--- src/rtl/ql_ipc_pkg.sv ---
package ql_ipc_pkg;

  // ======================================================================
  // Host link and reply path
  // ======================================================================

  // One host strobe carries one bit
  typedef struct packed {
    logic valid;
    logic data;
  } ipc_wr_t;

  typedef struct packed {
    logic        valid;
    logic [15:0] word;   // MSB goes out first
    logic [4:0]  count;  // Bits in this reply
  } reply_load_t;

  // ======================================================================
  // Sound parameters and beep control
  // ======================================================================

  // Field view of the 64-bit set-sound word
  typedef struct packed {
    logic [7:0]  pitch;
    logic [23:0] unused_hi;
    logic [7:0]  dur_lo;
    logic        ignored;
    logic [6:0]  dur_hi;
    logic [15:0] unused_lo;
  } sound_fields_t;

  typedef union packed {
    logic [63:0]   raw;     // Shift register view
    sound_fields_t fields;
  } sound_param_u;

  typedef struct packed {
    logic        valid;
    logic        kill;      // Stop the current beep
    logic [9:0]  period;    // 256 minus pitch
    logic [14:0] duration;  // Zero runs until killed
  } beep_req_t;

  // ======================================================================
  // Keyboard
  // ======================================================================

  typedef struct packed {
    logic [2:0] row;
    logic [2:0] col;
    logic       shift;
    logic       ctrl;
    logic       alt;
  } key_info_t;

  // Byte r is row r, bits 56..58 are shift, ctrl, alt
  typedef logic [63:0] kbd_matrix_t;

  // IPC command nibbles
  localparam logic [3:0] cmd_status     = 4'd1;
  localparam logic [3:0] cmd_read_key   = 4'd8;
  localparam logic [3:0] cmd_key_row    = 4'd9;
  localparam logic [3:0] cmd_set_sound  = 4'd10;
  localparam logic [3:0] cmd_kill_sound = 4'd11;

endpackage

--- src/rtl/keyboard_encoder.sv ---
`timescale 1ns/1ps

module keyboard_encoder (
  input  ql_ipc_pkg::kbd_matrix_t i_kbd_matrix,
  output ql_ipc_pkg::key_info_t   o_key
);

  logic [2:0] row_sel;
  logic [2:0] col_sel;
  logic [7:0] row_byte;
  logic [7:0] col_mask;
  logic       mod_down;
  logic       other_down;

  // Lowest row with any key down, row 7 if none
  always_comb begin
    row_sel = 3'd7;
    for (int r = 6; r >= 0; r--) begin
      if (i_kbd_matrix[r*8 +: 8] != 8'h00) begin
        row_sel = 3'(r);
      end
    end
  end

  assign mod_down   = |i_kbd_matrix[58:56];
  assign other_down = |i_kbd_matrix[63:59];

  // Hide the modifiers when a real key shares row 7 with them
  assign col_mask = (row_sel == 3'd7 && mod_down && other_down) ? 8'hf8 : 8'hff;
  assign row_byte = i_kbd_matrix[{row_sel, 3'b000} +: 8] & col_mask;

  always_comb begin
    col_sel = 3'd7;  // Default when the byte is empty
    for (int c = 6; c >= 0; c--) begin
      if (row_byte[c]) begin
        col_sel = 3'(c);
      end
    end
  end

  always_comb begin
    o_key.row   = row_sel;
    o_key.col   = col_sel;
    o_key.shift = i_kbd_matrix[56];
    o_key.ctrl  = i_kbd_matrix[57];
    o_key.alt   = i_kbd_matrix[58];
  end

endmodule

--- src/rtl/ipc_command_decoder.sv ---
`timescale 1ns/1ps

module ipc_command_decoder (
  input  logic                     clk_cpu,
  input  logic                     reset,
  input  ql_ipc_pkg::ipc_wr_t      i_ipc,
  input  ql_ipc_pkg::key_info_t    i_key,
  input  logic                     i_key_press,
  input  ql_ipc_pkg::kbd_matrix_t  i_kbd_matrix,
  input  logic                     i_reply_active,
  output ql_ipc_pkg::reply_load_t  o_reply_load,
  output ql_ipc_pkg::beep_req_t    o_beep_req,
  output logic [3:0]               o_last_cmd
);

  // Decoder phases
  localparam logic [1:0] ph_cmd     = 2'd0;
  localparam logic [1:0] ph_key_row = 2'd1;
  localparam logic [1:0] ph_sound   = 2'd2;

  logic [1:0]               phase;
  logic [5:0]               bit_cnt;
  logic                     key_flag;
  logic                     bit_strobe;
  logic [3:0]               nibble;
  logic [3:0]               nib_next;
  ql_ipc_pkg::sound_param_u sound_word;
  ql_ipc_pkg::sound_param_u sound_next;
  logic [7:0]               row_byte;

  function automatic ql_ipc_pkg::reply_load_t make_reply(input logic [15:0] word,
                                                         input logic [4:0]  count);
    ql_ipc_pkg::reply_load_t r;
    r.valid = 1'b1;
    r.word  = word;
    r.count = count;
    return r;
  endfunction

  // Strobes during a reply belong to the shifter
  assign bit_strobe = i_ipc.valid && !i_reply_active;
  assign nib_next   = {nibble[2:0], i_ipc.data};
  assign row_byte   = i_kbd_matrix[{nib_next[2:0], 3'b000} +: 8];

  always_comb begin
    sound_next.raw = {sound_word.raw[62:0], i_ipc.data};
  end

  // Incoming bit shift registers
  always_ff @(posedge clk_cpu) begin
    if (bit_strobe) begin
      nibble <= nib_next;
      if (phase == ph_sound) begin
        sound_word <= sound_next;
      end
    end
  end

  // ======================================================================
  // Command and parameter FSM
  // ======================================================================

  always_ff @(posedge clk_cpu) begin
    if (reset) begin
      phase        <= ph_cmd;
      bit_cnt      <= '0;
      key_flag     <= 1'b0;
      o_last_cmd   <= '0;
      o_reply_load <= '0;
      o_beep_req   <= '0;
    end else begin
      o_reply_load.valid <= 1'b0;  // Single-cycle strobes
      o_beep_req.valid   <= 1'b0;
      if (bit_strobe) begin
        bit_cnt <= bit_cnt + 6'd1;
        case (phase)
          ph_cmd: begin
            if (bit_cnt == 6'd3) begin
              bit_cnt    <= '0;
              o_last_cmd <= nib_next;
              case (nib_next)
                ql_ipc_pkg::cmd_status: begin
                  o_reply_load <= make_reply({7'b0, key_flag, 8'b0}, 5'd8);
                  key_flag     <= 1'b0;
                end
                ql_ipc_pkg::cmd_read_key: begin
                  o_reply_load <= make_reply({4'b0001, 1'b0, i_key.shift, i_key.ctrl,
                                              i_key.alt, 2'b00, ~i_key.row, i_key.col},
                                             5'd16);
                end
                ql_ipc_pkg::cmd_key_row:   phase <= ph_key_row;
                ql_ipc_pkg::cmd_set_sound: phase <= ph_sound;
                ql_ipc_pkg::cmd_kill_sound: begin
                  o_beep_req <= '{valid: 1'b1, kill: 1'b1, period: '0, duration: '0};
                end
                default: ;  // Accepted, no action
              endcase
            end
          end
          ph_key_row: begin
            if (bit_cnt == 6'd3) begin  // Row index complete
              bit_cnt      <= '0;
              phase        <= ph_cmd;
              o_reply_load <= make_reply({row_byte, 8'b0}, 5'd8);
            end
          end
          ph_sound: begin
            if (bit_cnt == 6'd63) begin
              bit_cnt <= '0;
              phase   <= ph_cmd;
              o_beep_req.valid    <= 1'b1;
              o_beep_req.kill     <= 1'b0;
              o_beep_req.period   <= 10'd256 - {2'b00, sound_next.fields.pitch};
              o_beep_req.duration <= {sound_next.fields.dur_hi, sound_next.fields.dur_lo};
            end
          end
          default: begin
            phase   <= ph_cmd;
            bit_cnt <= '0;
          end
        endcase
      end
      // A new key press wins over the status clear
      if (i_key_press) begin
        key_flag <= 1'b1;
      end
    end
  end

endmodule

--- src/rtl/ipc_reply_shifter.sv ---
`timescale 1ns/1ps

module ipc_reply_shifter (
  input  logic                    clk_cpu,
  input  logic                    reset,
  input  ql_ipc_pkg::ipc_wr_t     i_ipc,
  input  ql_ipc_pkg::reply_load_t i_load,
  output logic                    o_reply_bit,
  output logic                    o_reply_active
);

  logic [15:0] shift_word;
  logic [4:0]  bits_left;

  always_ff @(posedge clk_cpu) begin
    if (reset) begin
      shift_word <= '0;
      bits_left  <= '0;
    end else if (i_load.valid) begin  // New reply replaces the old one
      shift_word <= i_load.word;
      bits_left  <= i_load.count;
    end else if (i_ipc.valid && o_reply_active) begin
      shift_word <= {shift_word[14:0], 1'b0};
      bits_left  <= bits_left - 5'd1;
    end
  end

  // Host samples the MSB before each read strobe
  assign o_reply_bit    = shift_word[15];
  assign o_reply_active = (bits_left != 5'd0);

endmodule

--- src/rtl/beep_generator.sv ---
`timescale 1ns/1ps

module beep_generator #(
  parameter int p_unit_cycles = 1944,
  parameter int p_tone_div    = 8
) (
  input  logic                  clk_cpu,
  input  logic                  reset,
  input  ql_ipc_pkg::beep_req_t i_req,
  output logic                  o_beep_active,
  output logic                  o_audio
);

  localparam int c_unit_w = $clog2(p_unit_cycles + 1);
  localparam int c_tone_w = $clog2(256 * p_tone_div + 1);

  logic [c_unit_w-1:0] unit_cnt;
  logic [14:0]         dur_left;
  logic                endless;
  logic [c_tone_w-1:0] tone_cnt;
  logic [c_tone_w-1:0] tone_last;

  // Half-period length of the square wave
  always_ff @(posedge clk_cpu) begin
    if (i_req.valid && !i_req.kill) begin
      tone_last <= c_tone_w'(i_req.period * p_tone_div - 1);
    end
  end

  always_ff @(posedge clk_cpu) begin
    if (reset) begin
      o_beep_active <= 1'b0;
      o_audio       <= 1'b0;
      unit_cnt      <= '0;
      dur_left      <= '0;
      endless       <= 1'b0;
      tone_cnt      <= '0;
    end else if (i_req.valid) begin
      o_beep_active <= !i_req.kill;
      o_audio       <= 1'b0;
      unit_cnt      <= '0;
      tone_cnt      <= '0;
      dur_left      <= i_req.duration;
      endless       <= (i_req.duration == 15'd0);
    end else if (o_beep_active) begin
      // ==================================================================
      // Tone divider
      // ==================================================================
      if (tone_cnt == tone_last) begin
        tone_cnt <= '0;
        o_audio  <= ~o_audio;
      end else begin
        tone_cnt <= tone_cnt + 1'b1;
      end

      // ==================================================================
      // Duration in units of p_unit_cycles
      // ==================================================================
      if (!endless) begin
        if (unit_cnt == c_unit_w'(p_unit_cycles - 1)) begin
          unit_cnt <= '0;
          if (dur_left == 15'd0) begin  // Last unit done
            o_beep_active <= 1'b0;
            o_audio       <= 1'b0;
          end else begin
            dur_left <= dur_left - 15'd1;
          end
        end else begin
          unit_cnt <= unit_cnt + 1'b1;
        end
      end
    end
  end

endmodule

--- src/rtl/ql_ipc_top.sv ---
`timescale 1ns/1ps

module ql_ipc_top #(
  parameter int p_unit_cycles = 1944,  // About 70 us at 27 MHz
  parameter int p_tone_div    = 8
) (
  input  logic                    clk_cpu,
  input  logic                    reset,
  input  ql_ipc_pkg::ipc_wr_t     i_ipc,
  input  logic                    i_key_press,
  input  ql_ipc_pkg::kbd_matrix_t i_kbd_matrix,
  output logic                    o_reply_bit,
  output logic                    o_reply_active,
  output logic                    o_beep_active,
  output logic                    o_audio,
  output logic [3:0]              o_last_cmd
);

  ql_ipc_pkg::key_info_t   key;
  ql_ipc_pkg::reply_load_t reply_load;
  ql_ipc_pkg::beep_req_t   beep_req;

  // Matrix to key code, combinational
  keyboard_encoder u_keyboard_encoder (
    .i_kbd_matrix (i_kbd_matrix),
    .o_key        (key)
  );

  ipc_command_decoder u_ipc_command_decoder (
    .clk_cpu        (clk_cpu),
    .reset          (reset),
    .i_ipc          (i_ipc),
    .i_key          (key),
    .i_key_press    (i_key_press),
    .i_kbd_matrix   (i_kbd_matrix),
    .i_reply_active (o_reply_active),
    .o_reply_load   (reply_load),
    .o_beep_req     (beep_req),
    .o_last_cmd     (o_last_cmd)
  );

  // Host reads replies back through the same strobe
  ipc_reply_shifter u_ipc_reply_shifter (
    .clk_cpu        (clk_cpu),
    .reset          (reset),
    .i_ipc          (i_ipc),
    .i_load         (reply_load),
    .o_reply_bit    (o_reply_bit),
    .o_reply_active (o_reply_active)
  );

  beep_generator #(
    .p_unit_cycles (p_unit_cycles),
    .p_tone_div    (p_tone_div)
  ) u_beep_generator (
    .clk_cpu       (clk_cpu),
    .reset         (reset),
    .i_req         (beep_req),
    .o_beep_active (o_beep_active),
    .o_audio       (o_audio)
  );

endmodule

--- config.mk ---
export PLATFORM = sky130hd
export DESIGN_NAME = ql_ipc_top
export DESIGN_NICKNAME = d
export VERILOG_FILES = /design/src/rtl/ql_ipc_pkg.sv /design/src/rtl/keyboard_encoder.sv /design/src/rtl/ipc_command_decoder.sv /design/src/rtl/ipc_reply_shifter.sv /design/src/rtl/beep_generator.sv /design/src/rtl/ql_ipc_top.sv
export SDC_FILE = /design/constraint.sdc
export NUM_CORES = 1
export LEC_CHECK = 0
export ABC_AREA = 1
export ABC_CLOCK_PERIOD_IN_PS = 10850
export BUFFER_PORTS_ARGS = -buffer_cell sky130_fd_sc_hd__buf_2
export CORE_AREA = 2 2 179 111
export DETAILED_ROUTE_END_ITERATION = 8
export DIE_AREA = 0 0 181 113
export PLACE_DENSITY = 0.78
export SKIP_LAST_GASP = 1
export SLEW_MARGIN = 0
export SYNTH_ARGS = -nofsm -noshare
export SYNTH_HDL_FRONTEND = slang
export SYNTH_SLANG_ARGS = --single-unit
--- constraint.sdc ---
create_clock -name clk_cpu -period 10.85 [get_ports clk_cpu]
set_input_delay 0.5425 -clock clk_cpu [delete_from_list [all_inputs] [get_ports clk_cpu]]
set_output_delay 0.5425 -clock clk_cpu [all_outputs]
set_load 0.02 [all_outputs]
# Yosys cells after proc, flatten, opt, wreduce, memory -nomap -nowiden
# Cells that the tools add are included.
# totals
inputBits	69
register_bits	201
output_inout_bits	8
# classes
bitwise	5
n_shift	2
n_reduce_logical	40
muxes	56
n_eq_ne	20
n_addsub	7
# op_table
cell	count
22-bit case mux with 2 select lines	2
27-bit 2-to-1 mux	3
15-bit 2-to-1 mux	5
64-bit by 7-bit indexed part select with 7-bit output	1
64-bit by 7-bit indexed part select with 8-bit output	1
8-bit nonzero test	7
27-bit case mux with 2 select lines	1
22-bit 2-to-1 mux	2
16-bit 2-to-1 mux	2
15-bit logical NOT	2
3-bit 2-to-1 mux	9
2-bit nonzero test	9
4-bit equality test (second input constant)	4
1-bit 2-to-1 mux	16
5-bit AND reduction	3
15-bit by 1-bit subtractor with 15-bit output (second input constant)	1
2-bit 2-to-1 mux	7
12-bit by 1-bit adder with 12-bit output (second input constant)	1
12-bit equality test	1
12-bit 2-to-1 mux	1
6-bit 2-to-1 mux	2
6-bit case mux with 2 select lines	1
12-bit by 1-bit subtractor with 12-bit output (second input constant)	1
11-bit by 1-bit adder with 11-bit output (second input constant)	1
30 further kinds	47

# Longest topological paths before layout
# Gate-level depths: netlist (run 1).
# depth
ltp_word	23
ltp_mapped	23
mapped_depth_nobuf	22

# Modules after synthesis
# Synthesis (run 1) repeated with hierarchy kept, for this count alone.
# unflattened
cells_unflattened	1344
hier_area_um2	10184.8
# modules_own_cells
module	area_per_inst_um2	n_inst	cells_per_inst	seq_area_each_um2
ipc_command_decoder	5287.6	1	575	3103.0
beep_generator	2877.8	1	407	1091.0
ipc_reply_shifter	1083.5	1	167	420.4
keyboard_encoder	935.9	1	195	0.0

# Least setup slack after synthesis (run 1)
# OpenSTA, ideal clock, no wires.
# synth_path
path_kind	register to register
start	reg u_ipc_reply_shifter.bits_left[0]
end	reg u_ipc_command_decoder.sound_word[0] (netlist name), enable pin
t_arrival_ps	3821
setup_slack_ps	6545
synth_period_minus_slack_ps	4305
path_stages_with_launch	11
cell_sequence	dfxtp_1 -> inv_1 -> ha_1 -> inv_1 -> nor3_1 -> inv_1 -> nor2_1 -> inv_2 -> nor2_1 -> inv_2 -> nor2_1
# synth_via
elab_chain_cells	4
# synth_rtl
item	line_no	text
start: declaration	ipc_reply_shifter.sv:13	logic [4:0] bits_left;
start signal: assignment	ipc_reply_shifter.sv:21	bits_left <= i_load.count;
start signal: assignment	ipc_reply_shifter.sv:24	bits_left <= bits_left - 5'd1;
5-bit nonzero test	ipc_reply_shifter.sv:30	assign o_reply_active = (bits_left != 5'd0);
net o_reply_active	ql_ipc_top.sv:13	output logic o_reply_active,
1-bit logical NOT	ipc_command_decoder.sv:41	assign bit_strobe = i_ipc.valid && !i_reply_active;
1-bit logical AND	ipc_command_decoder.sv:41	
2-bit AND reduction (no line)	n/a	
end signal: assignment	ipc_command_decoder.sv:54	sound_word <= sound_next;
end: declaration	ipc_command_decoder.sv:27	ql_ipc_pkg::sound_param_u sound_word;
# The timed path passes the listed nets, and every way through them passes these cells.
# A chain may end at the register's enable or synchronous reset.

# Worst setup path after layout (run 1)
# layout_path
start	reg u_ipc_reply_shifter.bits_left[0]
end	reg u_ipc_command_decoder.o_beep_req[5] (netlist name)
# layout_via
elab_chain_cells	4
# layout_rtl
item	line_no	text
5-bit nonzero test	ipc_reply_shifter.sv:30	
1-bit logical NOT	ipc_command_decoder.sv:41	
1-bit logical AND	ipc_command_decoder.sv:41	
5-bit AND reduction (no line)	n/a	
end signal: assignment	ipc_command_decoder.sv:94	o_beep_req <= '{valid: 1'b1, kill: 1'b1, period: '0, duration: '0};
end: declaration	ipc_command_decoder.sv:12	output ql_ipc_pkg::beep_req_t o_beep_req,
# No other way between the ends.

==> metrics.txt, run 1 <==
status finished clean; worst setup path class reg2reg; TritonRoute pass-1 iters 8; setup bufs post-CTS 0; Post-synth EDFFs 75; area delta synth->final 12.8%; CTS clk-pin slew, worst paths 0.07 ns; Seq cells post-synth ~190; setup TNS 0 ns; Tot Pwr around 1.7 mW; root buf cell clkbuf_16; die area about 20000 um2; number of synthesis warnings 0; most common flop cell mapped by yosys dfxtp_1; most used cell, CP inv_1; hold slack final ~0.37 ns; Mapped Nets 1175; async set-reset flop share out of synthesis 0; Final setup viols 0; Final Hold Viols 0; first-pass GRT wire length roughly 37000 um; Final Max Tran Viols 0; Worst Path Max Fanout 23; core area around 19000 um2; share of power burned in registers 0.465; Die X-Extent 181 um; Clock Latency Late Sink roughly 0.43 ns; CP arrival 3.32 ns; clock sinks 193; Sw Pwr 0.478 mW; grt total ovfl 0; hold path depth 3; H-tree levels 4; setup ws final between 7 and 8 ns; final worst-path cycle share 0.280; Req. time, crit path 11.13 ns; # hold bufs at CTS 0; Leakage Power just over 4 nW; Relative slew margins 0.298; Seq/Total Area, Yosys 0.502; Worst-Margin Slew roughly 1.0 ns; multi-input logic area approximately 3800 um2; detailed placer's ending HPWL roughly 17000 um; Synth Cell Area between 9000 and 10000 um2; per-cell routed wire length approximately 16 um; Initial DRC Count 1119; DR vias 7911; Hold WC Path Type in2reg; initial antenna violation count 0; ANT nets after route 0; ANT cells 0; clock power share 0.385; Register Area about 4600 um2; nets between 1000 and 1500; switch share 0.283; drt drc 0; unrepaired setup endpoints after global routing false; pre-CTS WS about 7.7 ns; combinational group share of total power 0.151; PD cells between 150 and 200 nW/um2; Netlist cell types 51; CP endpoint kind flip-flop; Overall Global Routing Usage 0.227; share of cells above drive strength 1 0.130; fill count 1665; fin crit period slightly above 3 ns; Int Power 1.21 mW; port buffer count between 70 and 80; Routed Wire Length 23000 um; cell count after synthesis between 1000 and 1500; GPL Wtd Cong roughly 0.99; FP Rows 39; leading area contributor after synthesis dfxtp_1; share of the synthesized area in the top cell type 0.257; largest net degree at the start of global routing 76; Worst Skew between 0.01 and 0.015 ns; # Max-Cap Violations 0; slowest stage delay, CP just under 0.5 ns; Finished Layout Cells approximately 1400; vias per cell between 5 and 6; average size of a mapped cell approximately 8.4 um2; vias in the first global route ~7000; CTS tree built; worst r2r path cells 14; Initial Utilization 0.490; crit-path cells inv_1, ha_1, inv_1, nor3_1, inv_1, nor2_1, inv_2, nor2_1, buf_4, inv_2, nor3_4, inv_1, a21oi_1, a211oi_1; post-CTS sizing 0; Worst Setup Start Kind flip-flop; VDD IR max approximately 0.14 mV; Max Freq ~330 MHz; synth top area cells dfxtp_1 26%, edfxtp_1 25%, nand2_1 7.8%; Clock Path Buffers 2; CP max stage cell nor3_4; # placed instances about 1400; CTS Buf Count 17; I/O pin cnt 77; die height ~110 um
## kinds of logic after synthesis
| kind of cell | share of synthesized area |
|---|---|
| xor+xnor | 0.0324 |
| flops | 0.502 |
| compound gates | 0.156 |
| simple gates | 0.217 |
| fa+ha+maj | 0.00953 |
| buf+inv | 0.0821 |
## placed cells by master, fill, tap and decap left out, types with 4 or more instances in the layout
cell type,count
a211oi_1,18
a21oi_1,82
a221oi_1,4
a22oi_1,11
a31oi_1,17
buf_2,76
buf_4,4
clkbuf_16,19
dfxtp_1,118
edfxtp_1,75
ha_1,7
inv_1,143
inv_2,11
nand2_1,190
nand2_2,5
nand3_1,49
nand4_1,21
nor2_1,112
nor2_2,4
nor2_4,4
nor3_1,37
nor4_1,8
o211ai_1,12
o21ai_0,33
o21ai_1,6
o22ai_1,22
o2bb2ai_1,5
xnor2_1,14
xor2_1,20
## synthesized netlist by cell type (18+ instances only)
master / n
a211oi_1: 18
a21oi_1: 82
clkbuf_1: 22
dfxtp_1: 118
edfxtp_1: 75
inv_1: 143
nand2_1: 190
nand3_1: 49
nand4_1: 21
nor2_1: 113
nor3_1: 37
o21ai_0: 33
o22ai_1: 22
xor2_1: 20
## sequential cells by signal, indices dropped and copies added, names as in the netlist, 2 cells and up
name                                flops
u_ipc_command_decoder.sound_word       63
u_ipc_command_decoder.o_beep_req       26
u_ipc_command_decoder.o_reply_load     17
u_ipc_reply_shifter.shift_word         16
u_beep_generator.dur_left              15
u_beep_generator.tone_cnt              12
u_beep_generator.unit_cnt              11
u_beep_generator.tone_last              9
u_ipc_command_decoder.bit_cnt           6
u_ipc_reply_shifter.bits_left           5
u_ipc_command_decoder.o_last_cmd        4
u_ipc_command_decoder.nibble            3
u_ipc_command_decoder.phase             2
## path summary, 6_finish.rpt
| kind | from | endpoint | slack, ns |
|---|---|---|---|
| worst min register to register | u_ipc_command_decoder.sound_word[0] | u_ipc_command_decoder.sound_word[1] | 0.41 |
| worst max register to register | u_ipc_reply_shifter.bits_left[0] | u_ipc_command_decoder.o_beep_req[5] | 7.81 |
| worst max-delay path | u_ipc_reply_shifter.bits_left[0] | u_ipc_command_decoder.o_beep_req[5] | 7.81 |
| worst min-delay path | i_key_press | u_ipc_command_decoder.key_flag | 0.37 |
## power by group through the flow
stage | Clock (mW) | Combinational [mW] | Sequential (mW)
after detailed placement | 0 | 0.244 | 0.801
after global placement | 0 | 0.243 | 0.800
final | 0.650 | 0.254 | 0.785
after global routing | 0.691 | 0.283 | 0.788
after floorplan | 0 | 0.168 | 0.796
after CTS | 0.662 | 0.246 | 0.785
## worst max-delay path: cells and delay by family (launching register included)
family / cells / cell delay [ns]
adder cells (fa/ha/maj): 1 / 0.18
buffers and inverters: 7 / 1.18
flip-flops: 1 / 0.30
AND/OR/NAND/NOR: 4 / 0.88
AO/OA/AOI/OAI: 2 / 0.34
## layout make-up
cell class / count / share of cell area
Clock inverter: 12 / 0.0138
Inverter: 155 / 0.0561
Sequential cell: 193 / 0.445
Multi-Input combinational cell: 717 / 0.369
Clock buffer: 20 / 0.0462
Timing Repair Buffer: 80 / 0.0396
Tap cell: 246 / 0.0297
## layer usage
metal	up-vias	global-route usage	part of all wire
met5	-	0	0
met4	0	0.0461	0.0074
met3	23	0.0718	0.094
met2	341	0.295	0.38
met1	3669	0.362	0.52
li1	3878	-	-
## metrics by stage
step / instance area, um2 / utilization
4_1_cts: 10400 / 0.553
3_5_place_dp: 9740 / 0.520
2_1_floorplan: 9190 / -
6_report: 10400 / 0.553
3_3_place_gp: 9740 / 0.520
5_1_grt: 10400 / 0.553
(Power assumes the default switching activity.)
==> run 2: changes to the inputs <==
Settings changed: ABC_AREA 1 to 0, ABC_CLOCK_PERIOD_IN_PS 10850 to 3000, CORE_AREA 2 2 179 111 to 2 2 177 110, DIE_AREA 0 0 181 113 to 0 0 179 112, PLACE_DENSITY 0.78 to 0.79.
Clock period 10.85 ns to 3 ns, I/O delays scaled along.
==> run 2 against run 1 <==
Critical path depth down 3. Clock power grew to 3.6 times the previous value. Final area up 2.2%. Total power grew to 3.6 times the previous value. Register-to-register slack worse by 7.7 ns. Sequential power grew to 3.6 times the previous value. Synthesized area down 1.5%. Maximum frequency up 6.4%. Clock skew shrank 0.0035 ns. Worst hold slack got worse by 0.23 ns.
==> metrics.txt, run 2 <==
ANT nets after route 0 (unchanged); CTS clk-pin slew, worst paths 0.07 ns (about the same); Top Registers u_ipc_command_decoder.sound_word x63, u_ipc_command_decoder.o_beep_req x26, u_ipc_command_decoder.o_reply_load x17 (unchanged); most frequent cells in the layout 118 x nor2_1, 118 x dfxtp_1, 76 x buf_2 (was 190 x nand2_1, 143 x inv_1, 118 x dfxtp_1); detailed placer's ending HPWL 16000 um (was 16600 um); GRT met1 Usage 0.380 (was 0.362); root buf cell clkbuf_16 (unchanged); r2r startpoint u_ipc_reply_shifter.bits_left[0] (unchanged); number of synthesis warnings 0 (unchanged); Biggest register u_ipc_command_decoder.sound_word (unchanged); Post-Synth Simple-Gate Area 0.202 (was 0.217); share of cells above drive strength 1 0.198 (was 0.130); met2 Track Usage GR 0.298 (was 0.295); vias per cell 5.86 (was 5.56); nets 1059 (was 1240); Sw Pwr 1.55 mW (was 0.478 mW); setup TNS 0 ns (unchanged); Tot Pwr 6.06 mW (was 1.69 mW); gr busiest metal met1 (unchanged); FF-to-FF End u_ipc_command_decoder.o_reply_load[7] (was u_ipc_command_decoder.o_beep_req[5]); port buffer count 76 (unchanged); Initial Utilization 0.489 (was 0.490); H-tree levels 4 (unchanged); clock sinks 193 (unchanged); Worst-Margin Slew 1.12 ns (was 1.05 ns); Final Hold Viols 0 (unchanged); CTS Buf Count 17 (unchanged); most common flop cell mapped by yosys dfxtp_1 (unchanged); drt drc 0 (unchanged); Overall Global Routing Usage 0.234 (was 0.227); Netlist cell types 71 (was 51); Seq cells post-synth 193 (unchanged); leading area contributor after synthesis dfxtp_1 (unchanged); fill count 1516 (was 1665); vias in the first global route 6795 (was 7117); setup bufs post-CTS 0 (unchanged); first-pass GRT wire length 36700 um (was 37000 um); final worst-path cycle share 0.953 (was 0.280); largest net degree at the start of global routing 75 (was 76); cell count after synthesis 888 (was 1099); I/O pin cnt 77 (unchanged); PD cells 572 nW/um2 (was 163 nW/um2); share of power burned in registers 0.463 (was 0.465); area delta synth->final 17.0% (was 12.8%); Register Area 4610 um2 (unchanged); TritonRoute pass-1 iters 5 (was 8); GPL Wtd Cong 0.987 (was 0.994); VDD IR max 0.426 mV (was 0.135 mV); Post-Synth XOR/XNOR Area 0.0610 (was 0.0324); per-cell routed wire length 18.1 um (was 16.1 um); worst setup path class reg2reg (unchanged); DR vias 7275 (was 7911); WHS Endpoint u_ipc_command_decoder.o_reply_load[14] (was u_ipc_command_decoder.key_flag); ANT cells 0 (unchanged); unrepaired setup endpoints after global routing true (was false); max reg flops 63 (unchanged); Post-Synth Adder-Cell Area 0.00968 (was 0.00953); synth top area cells dfxtp_1 26%, edfxtp_1 25%, nor2_1 4.9% (was dfxtp_1 26%, edfxtp_1 25%, nand2_1 7.8%); Post-synth EDFFs 75 (unchanged); die height 112 um (was 113 um); clock power share 0.388 (was 0.385); Req. time, crit path 3.37 ns (was 11.13 ns); Worst Path Max Fanout 10 (was 23); hold path depth 3 (unchanged); Clock Path Buffers 2 (unchanged); top-count cell post-synth nor2_1 (was nand2_1); core area 18500 um2 (was 18700 um2); grt total ovfl 0 (unchanged); die area 20000 um2 (was 20500 um2); Hold WC Path Type in2reg (unchanged); mux contribution to synthesized area 0.0911 (was 0); Initial DRC Count 749 (was 1119); Commonest cells post-synth 119 x nor2_1, 118 x dfxtp_1, 75 x edfxtp_1 (was 190 x nand2_1, 143 x inv_1, 118 x dfxtp_1); Clock Latency Late Sink 0.43 ns (about the same); Mapped Nets 964 (was 1175); average size of a mapped cell 10.2 um2 (was 8.36 um2); async set-reset flop share out of synthesis 0 (unchanged); share of the synthesized area in the top cell type 0.261 (was 0.257); initial antenna violation count 0 (unchanged); Worst Setup Start Kind flip-flop (unchanged); CP arrival 3.23 ns (was 3.32 ns); fin crit period 2.86 ns (was 3.04 ns); switch share 0.256 (was 0.283); Synth Area in Compound Gates 0.0958 (was 0.156); worst reg-to-reg setup slack 0.14 ns (was 7.81 ns); Worst Skew 0.0103 ns (was 0.0138 ns); Final Max Tran Viols 0 (unchanged); multi-input logic area 4200 um2 (was 3830 um2); GR Util met3 0.0707 (was 0.0718); worst r2r path cells 11 (was 14); Relative slew margins 0.252 (was 0.298); Routed Wire Length 22500 um (was 23000 um); CTS tree built (unchanged); min-delay src i_kbd_matrix[57] (was i_key_press); FP Rows 39 (unchanged); Leakage Power 3.93 nW (was 4.08 nW); Die X-Extent 179 um (was 181 um); Final setup viols 0 (unchanged); # Max-Cap Violations 0 (unchanged); Int Power 4.51 mW (was 1.21 mW); CP endpoint kind flip-flop (unchanged); status finished clean (unchanged); Synth Cell Area 9050 um2 (was 9190 um2); combinational group share of total power 0.149 (was 0.151); Seq/Total Area, Yosys 0.510 (was 0.502); largest family of logic cells by synthesized area simple AND/OR/NAND/NOR gates (unchanged); Max Freq 350 MHz (was 329 MHz)
[run 2: repair_timing]
action                     in CTS  in global routing
hold buffers                    1                  0
resized for setup               0                  5
hold endpoints to repair        1                  0
setup endpoints to repair       0                  6
[run 2: cell families after synthesis]
group | after synthesis
and+or+nand+nor | 370
DFF | 193
AOI/OAI and AO/OA | 131
buffers and inverters | 64
xor gates and xnor gates | 63
muxes | 60
adders and majority gates | 7
[run 2: worst max-delay path by stage]
stage                                                 from                                      to  cells after the start
after floorplan           u_ipc_reply_shifter.bits_left[0]     u_ipc_command_decoder.sound_word[0]                      7
after global placement    u_ipc_reply_shifter.bits_left[0]   u_ipc_command_decoder.o_reply_load[7]                     11
after detailed placement                  i_kbd_matrix[51]   u_ipc_command_decoder.o_reply_load[5]                     11
after CTS                 u_ipc_reply_shifter.bits_left[0]   u_ipc_command_decoder.o_reply_load[7]                     11
after global routing      u_ipc_command_decoder.bit_cnt[0]  u_ipc_command_decoder.o_reply_load[21]                      7
final                     u_ipc_reply_shifter.bits_left[0]   u_ipc_command_decoder.o_reply_load[7]                     11
[run 2: final cells by class]
class | count | area share
flip-flops and latches | 193 | 0.436
well taps | 246 | 0.0291
repair buffers | 126 | 0.0740
inverters | 14 | 0.00614
clock inverters | 10 | 0.0109
multi-input cells | 631 | 0.396
clock buffers | 22 | 0.0478
[run 2: stage by stage]
step           hold WS [ns]  setup slack, ns  utilization  instance area [um2]  cells
2_1_floorplan         0.249           0.0631            -                 9060    888
3_3_place_gp          0.359            0.157        0.538                 9940   1209
3_5_place_dp          0.377           0.0884        0.538                 9940   1209
4_1_cts              0.0930           0.0461        0.572                10600   1242
5_1_grt               0.138          -0.0279        0.573                10600   1242
6_report              0.134            0.142        0.573                10600   1242
[run 2: critical path: stages, from the launching register on]
cell      delay (ns)
dfxtp_1         0.32
inv_1           0.08
ha_1            0.17
or3b_1          0.38
or3_4           0.40
clkinv_8        0.10
nand3_4         0.07
a2111o_1        0.36
o21a_1          0.19
a2111o_1        0.43
nor4_1          0.20
a21o_1          0.11
[run 2: power by group through the flow]
stage / Combinational [mW] / Sequential (mW) / Clock, mW
floorplan: 0.618 / 2.86 / 0
global placement: 0.857 / 2.86 / 0
detailed placement: 0.870 / 2.86 / 0
CTS: 0.877 / 2.80 / 2.40
global route: 0.974 / 2.81 / 2.49
finish: 0.901 / 2.81 / 2.36
[run 2: metal layers]
layer | share of wire | up-vias | wire, um
met5 | 0 | - | 0
met4 | 0.0095 | 0 | 214
met3 | 0.086 | 25 | 1930
met2 | 0.40 | 294 | 8950
met1 | 0.51 | 3518 | 11400
li1 | - | 3438 | -
==> run 3: changes to the inputs <==
Settings changed: CTS_CLUSTER_SIZE set to 20, PLACE_DENSITY 0.79 to 0.67.
==> run 3 against run 2 <==
Critical endpoint unchanged. Largest power group unchanged. Clock skew rose by 0.0027 ns. Clock power shrank 8%. Core utilization decreased by 0.66 points. Count of clock-buffer cells in the layout shrank 3. Via count is 2.9% lower. Total power fell by 3.2%. Worst setup slack improved by 0.019 ns.
==> metrics.txt, run 3 (synthesis gave the netlist of run 2 again) <==
Relative slew margins 0.242 (was 0.252); Worst Skew 0.0130 ns (was 0.0103 ns); Top Registers u_ipc_command_decoder.sound_word x63, u_ipc_command_decoder.o_beep_req x26, u_ipc_command_decoder.o_reply_load x17 (unchanged); WHS Endpoint u_ipc_command_decoder.o_reply_load[15] (was u_ipc_command_decoder.o_reply_load[14]); vias in the first global route 6509 (was 6795); unrepaired setup endpoints after global routing true (unchanged); Biggest register u_ipc_command_decoder.sound_word (unchanged); area delta synth->final 15.6% (was 17.0%); CP max stage cell a2111o_1 (unchanged); Worst Setup Start Kind flip-flop (unchanged); core area 18500 um2 (unchanged); detailed placer's ending HPWL 15200 um (was 16000 um); ANT nets after route 0 (unchanged); H-tree levels 4 (unchanged); CP endpoint kind flip-flop (unchanged); Clock Latency Late Sink 0.44 ns (was 0.43 ns); VDD IR max 0.434 mV (was 0.426 mV); die height 112 um (unchanged); final worst-path cycle share 0.946 (was 0.953); CTS clk-pin slew, worst paths 0.07 ns (about the same); hold path depth 3 (unchanged); vias per cell 5.73 (was 5.86); Final Instance Area 10500 um2 (was 10600 um2); Req. time, crit path 3.38 ns (was 3.37 ns); CP arrival 3.22 ns (was 3.23 ns); grt total ovfl 0 (unchanged); clock sinks 193 (unchanged); Final Hold Viols 0 (unchanged); Final Max Tran Viols 0 (unchanged); worst setup path class reg2reg (unchanged); I/O pin cnt 77 (unchanged); root buf cell clkbuf_16 (unchanged); worst r2r path cells 11 (unchanged); max reg flops 63 (unchanged); GPL Wtd Cong 1.01 (was 0.987); setup TNS 0 ns (unchanged); setup ws final 0.161 ns (was 0.142 ns); port buffer count 76 (unchanged); min-delay src i_kbd_matrix[56] (was i_kbd_matrix[57]); Hold WC Path Type in2reg (unchanged); FP Rows 39 (unchanged); Initial Utilization 0.489 (unchanged); Leakage Power 3.87 nW (was 3.93 nW); TritonRoute pass-1 iters 5 (unchanged); status finished clean (unchanged); slowest stage delay, CP 0.43 ns (about the same); CTS Buf Count 17 (unchanged); worst reg-to-reg setup slack 0.16 ns (was 0.14 ns); FF-to-FF End u_ipc_command_decoder.o_reply_load[7] (unchanged); r2r startpoint u_ipc_reply_shifter.bits_left[0] (unchanged); Die X-Extent 179 um (unchanged); Worst-Margin Slew 1.14 ns (was 1.12 ns); drt drc 0 (unchanged); Final setup viols 0 (unchanged); most used cell, CP a2111o_1 (unchanged); crit-path cells inv_1, ha_1, or3b_1, or3_4, clkinv_8, nand3_4, a2111o_1, o21a_1, a2111o_1, nor4_1, a21o_1 (unchanged); Routed Wire Length 21300 um (was 22500 um); Clock Path Buffers 2 (unchanged); Worst Path Max Fanout 10 (unchanged); fin crit period 2.84 ns (was 2.86 ns); ANT cells 0 (unchanged); largest net degree at the start of global routing 97 (was 75); pre-CTS WS 0.120 ns (was 0.0884 ns); first-pass GRT wire length 34700 um (was 36700 um); Overall Global Routing Usage 0.222 (was 0.234); CTS tree built (unchanged); Max Freq 352 MHz (was 350 MHz); initial antenna violation count 0 (unchanged); nets 1051 (was 1059); # Max-Cap Violations 0 (unchanged); DR vias 7067 (was 7275); Post-DP Area 9890 um2 (was 9940 um2); most frequent cells in the layout 118 x nor2_1, 118 x dfxtp_1, 76 x buf_2 (unchanged); PD cells 561 nW/um2 (was 572 nW/um2); Initial DRC Count 754 (was 749); hold slack final 0.106 ns (was 0.134 ns); die area 20000 um2 (unchanged); per-cell routed wire length 17.3 um (was 18.1 um); share of cells above drive strength 1 0.190 (was 0.198)
==> run 3: report_power, final <==
group / internal, mW / total [mW] / switching [mW]
Combinational: 0.371 / 0.898 / 0.527
Clock: 1.10 / 2.17 / 1.07
Sequential: 2.76 / 2.81 / 0.0444
==> run 3: worst max-delay path, delay by kind of cell (launching register included) <==
family                     cells  cell delay [ns]
AOI/OAI and AO/OA              4             1.10
and+or+nand+nor                4             1.04
DFF                            1             0.31
adders and majority gates      1             0.17
buffers and inverters          2             0.17
==> run 3: repair_timing <==
action,4_1_cts,5_1_grt
setup endpoints to repair,0,4
setup buffers,0,0
hold buffers,1,0
resized for setup,0,2
hold endpoints to repair,1,0
==> run 3: cell type report <==
cell class / instances / area (um2)
Sequential cell: 193 / 4610
Clock buffer: 19 / 433
Inverter: 14 / 65.1
Multi-Input combinational cell: 631 / 4190
Tap cell: 246 / 308
Clock inverter: 13 / 121
Fill cell: 1617 / 8030
Timing Repair Buffer: 118 / 736
==> run 3: per-layer routing <==
metal | share of wire | track usage
met4 | 0.0096 | 0.0466
met1 | 0.53 | 0.368
met5 | 0.0015 | 0.0172
met2 | 0.37 | 0.269
met3 | 0.088 | 0.0693
==> run 3: worst max path at each step <==
stage | from | endpoint | slack (ns)
3_3_place_gp | u_ipc_reply_shifter.bits_left[0] | u_ipc_command_decoder.o_reply_load[7] | 0.18
3_5_place_dp | u_ipc_reply_shifter.bits_left[0] | u_ipc_command_decoder.o_reply_load[7] | 0.12
6_report | u_ipc_reply_shifter.bits_left[0] | u_ipc_command_decoder.o_reply_load[7] | 0.16
5_1_grt | u_ipc_reply_shifter.bits_left[0] | u_ipc_command_decoder.o_reply_load[7] | -0.03
4_1_cts | u_ipc_reply_shifter.bits_left[0] | u_ipc_command_decoder.o_reply_load[7] | 0.1
2_1_floorplan | u_ipc_reply_shifter.bits_left[0] | u_ipc_command_decoder.sound_word[0] | 0.06
==> run 3: metrics by stage <==
step,utilization,instances,power (mW)
6_report,0.566,1234,5.87
5_1_grt,0.566,1234,6.11
4_1_cts,0.565,1234,5.89
3_5_place_dp,0.535,1201,3.73
3_3_place_gp,0.535,1201,3.73
2_1_floorplan,-,888,3.47
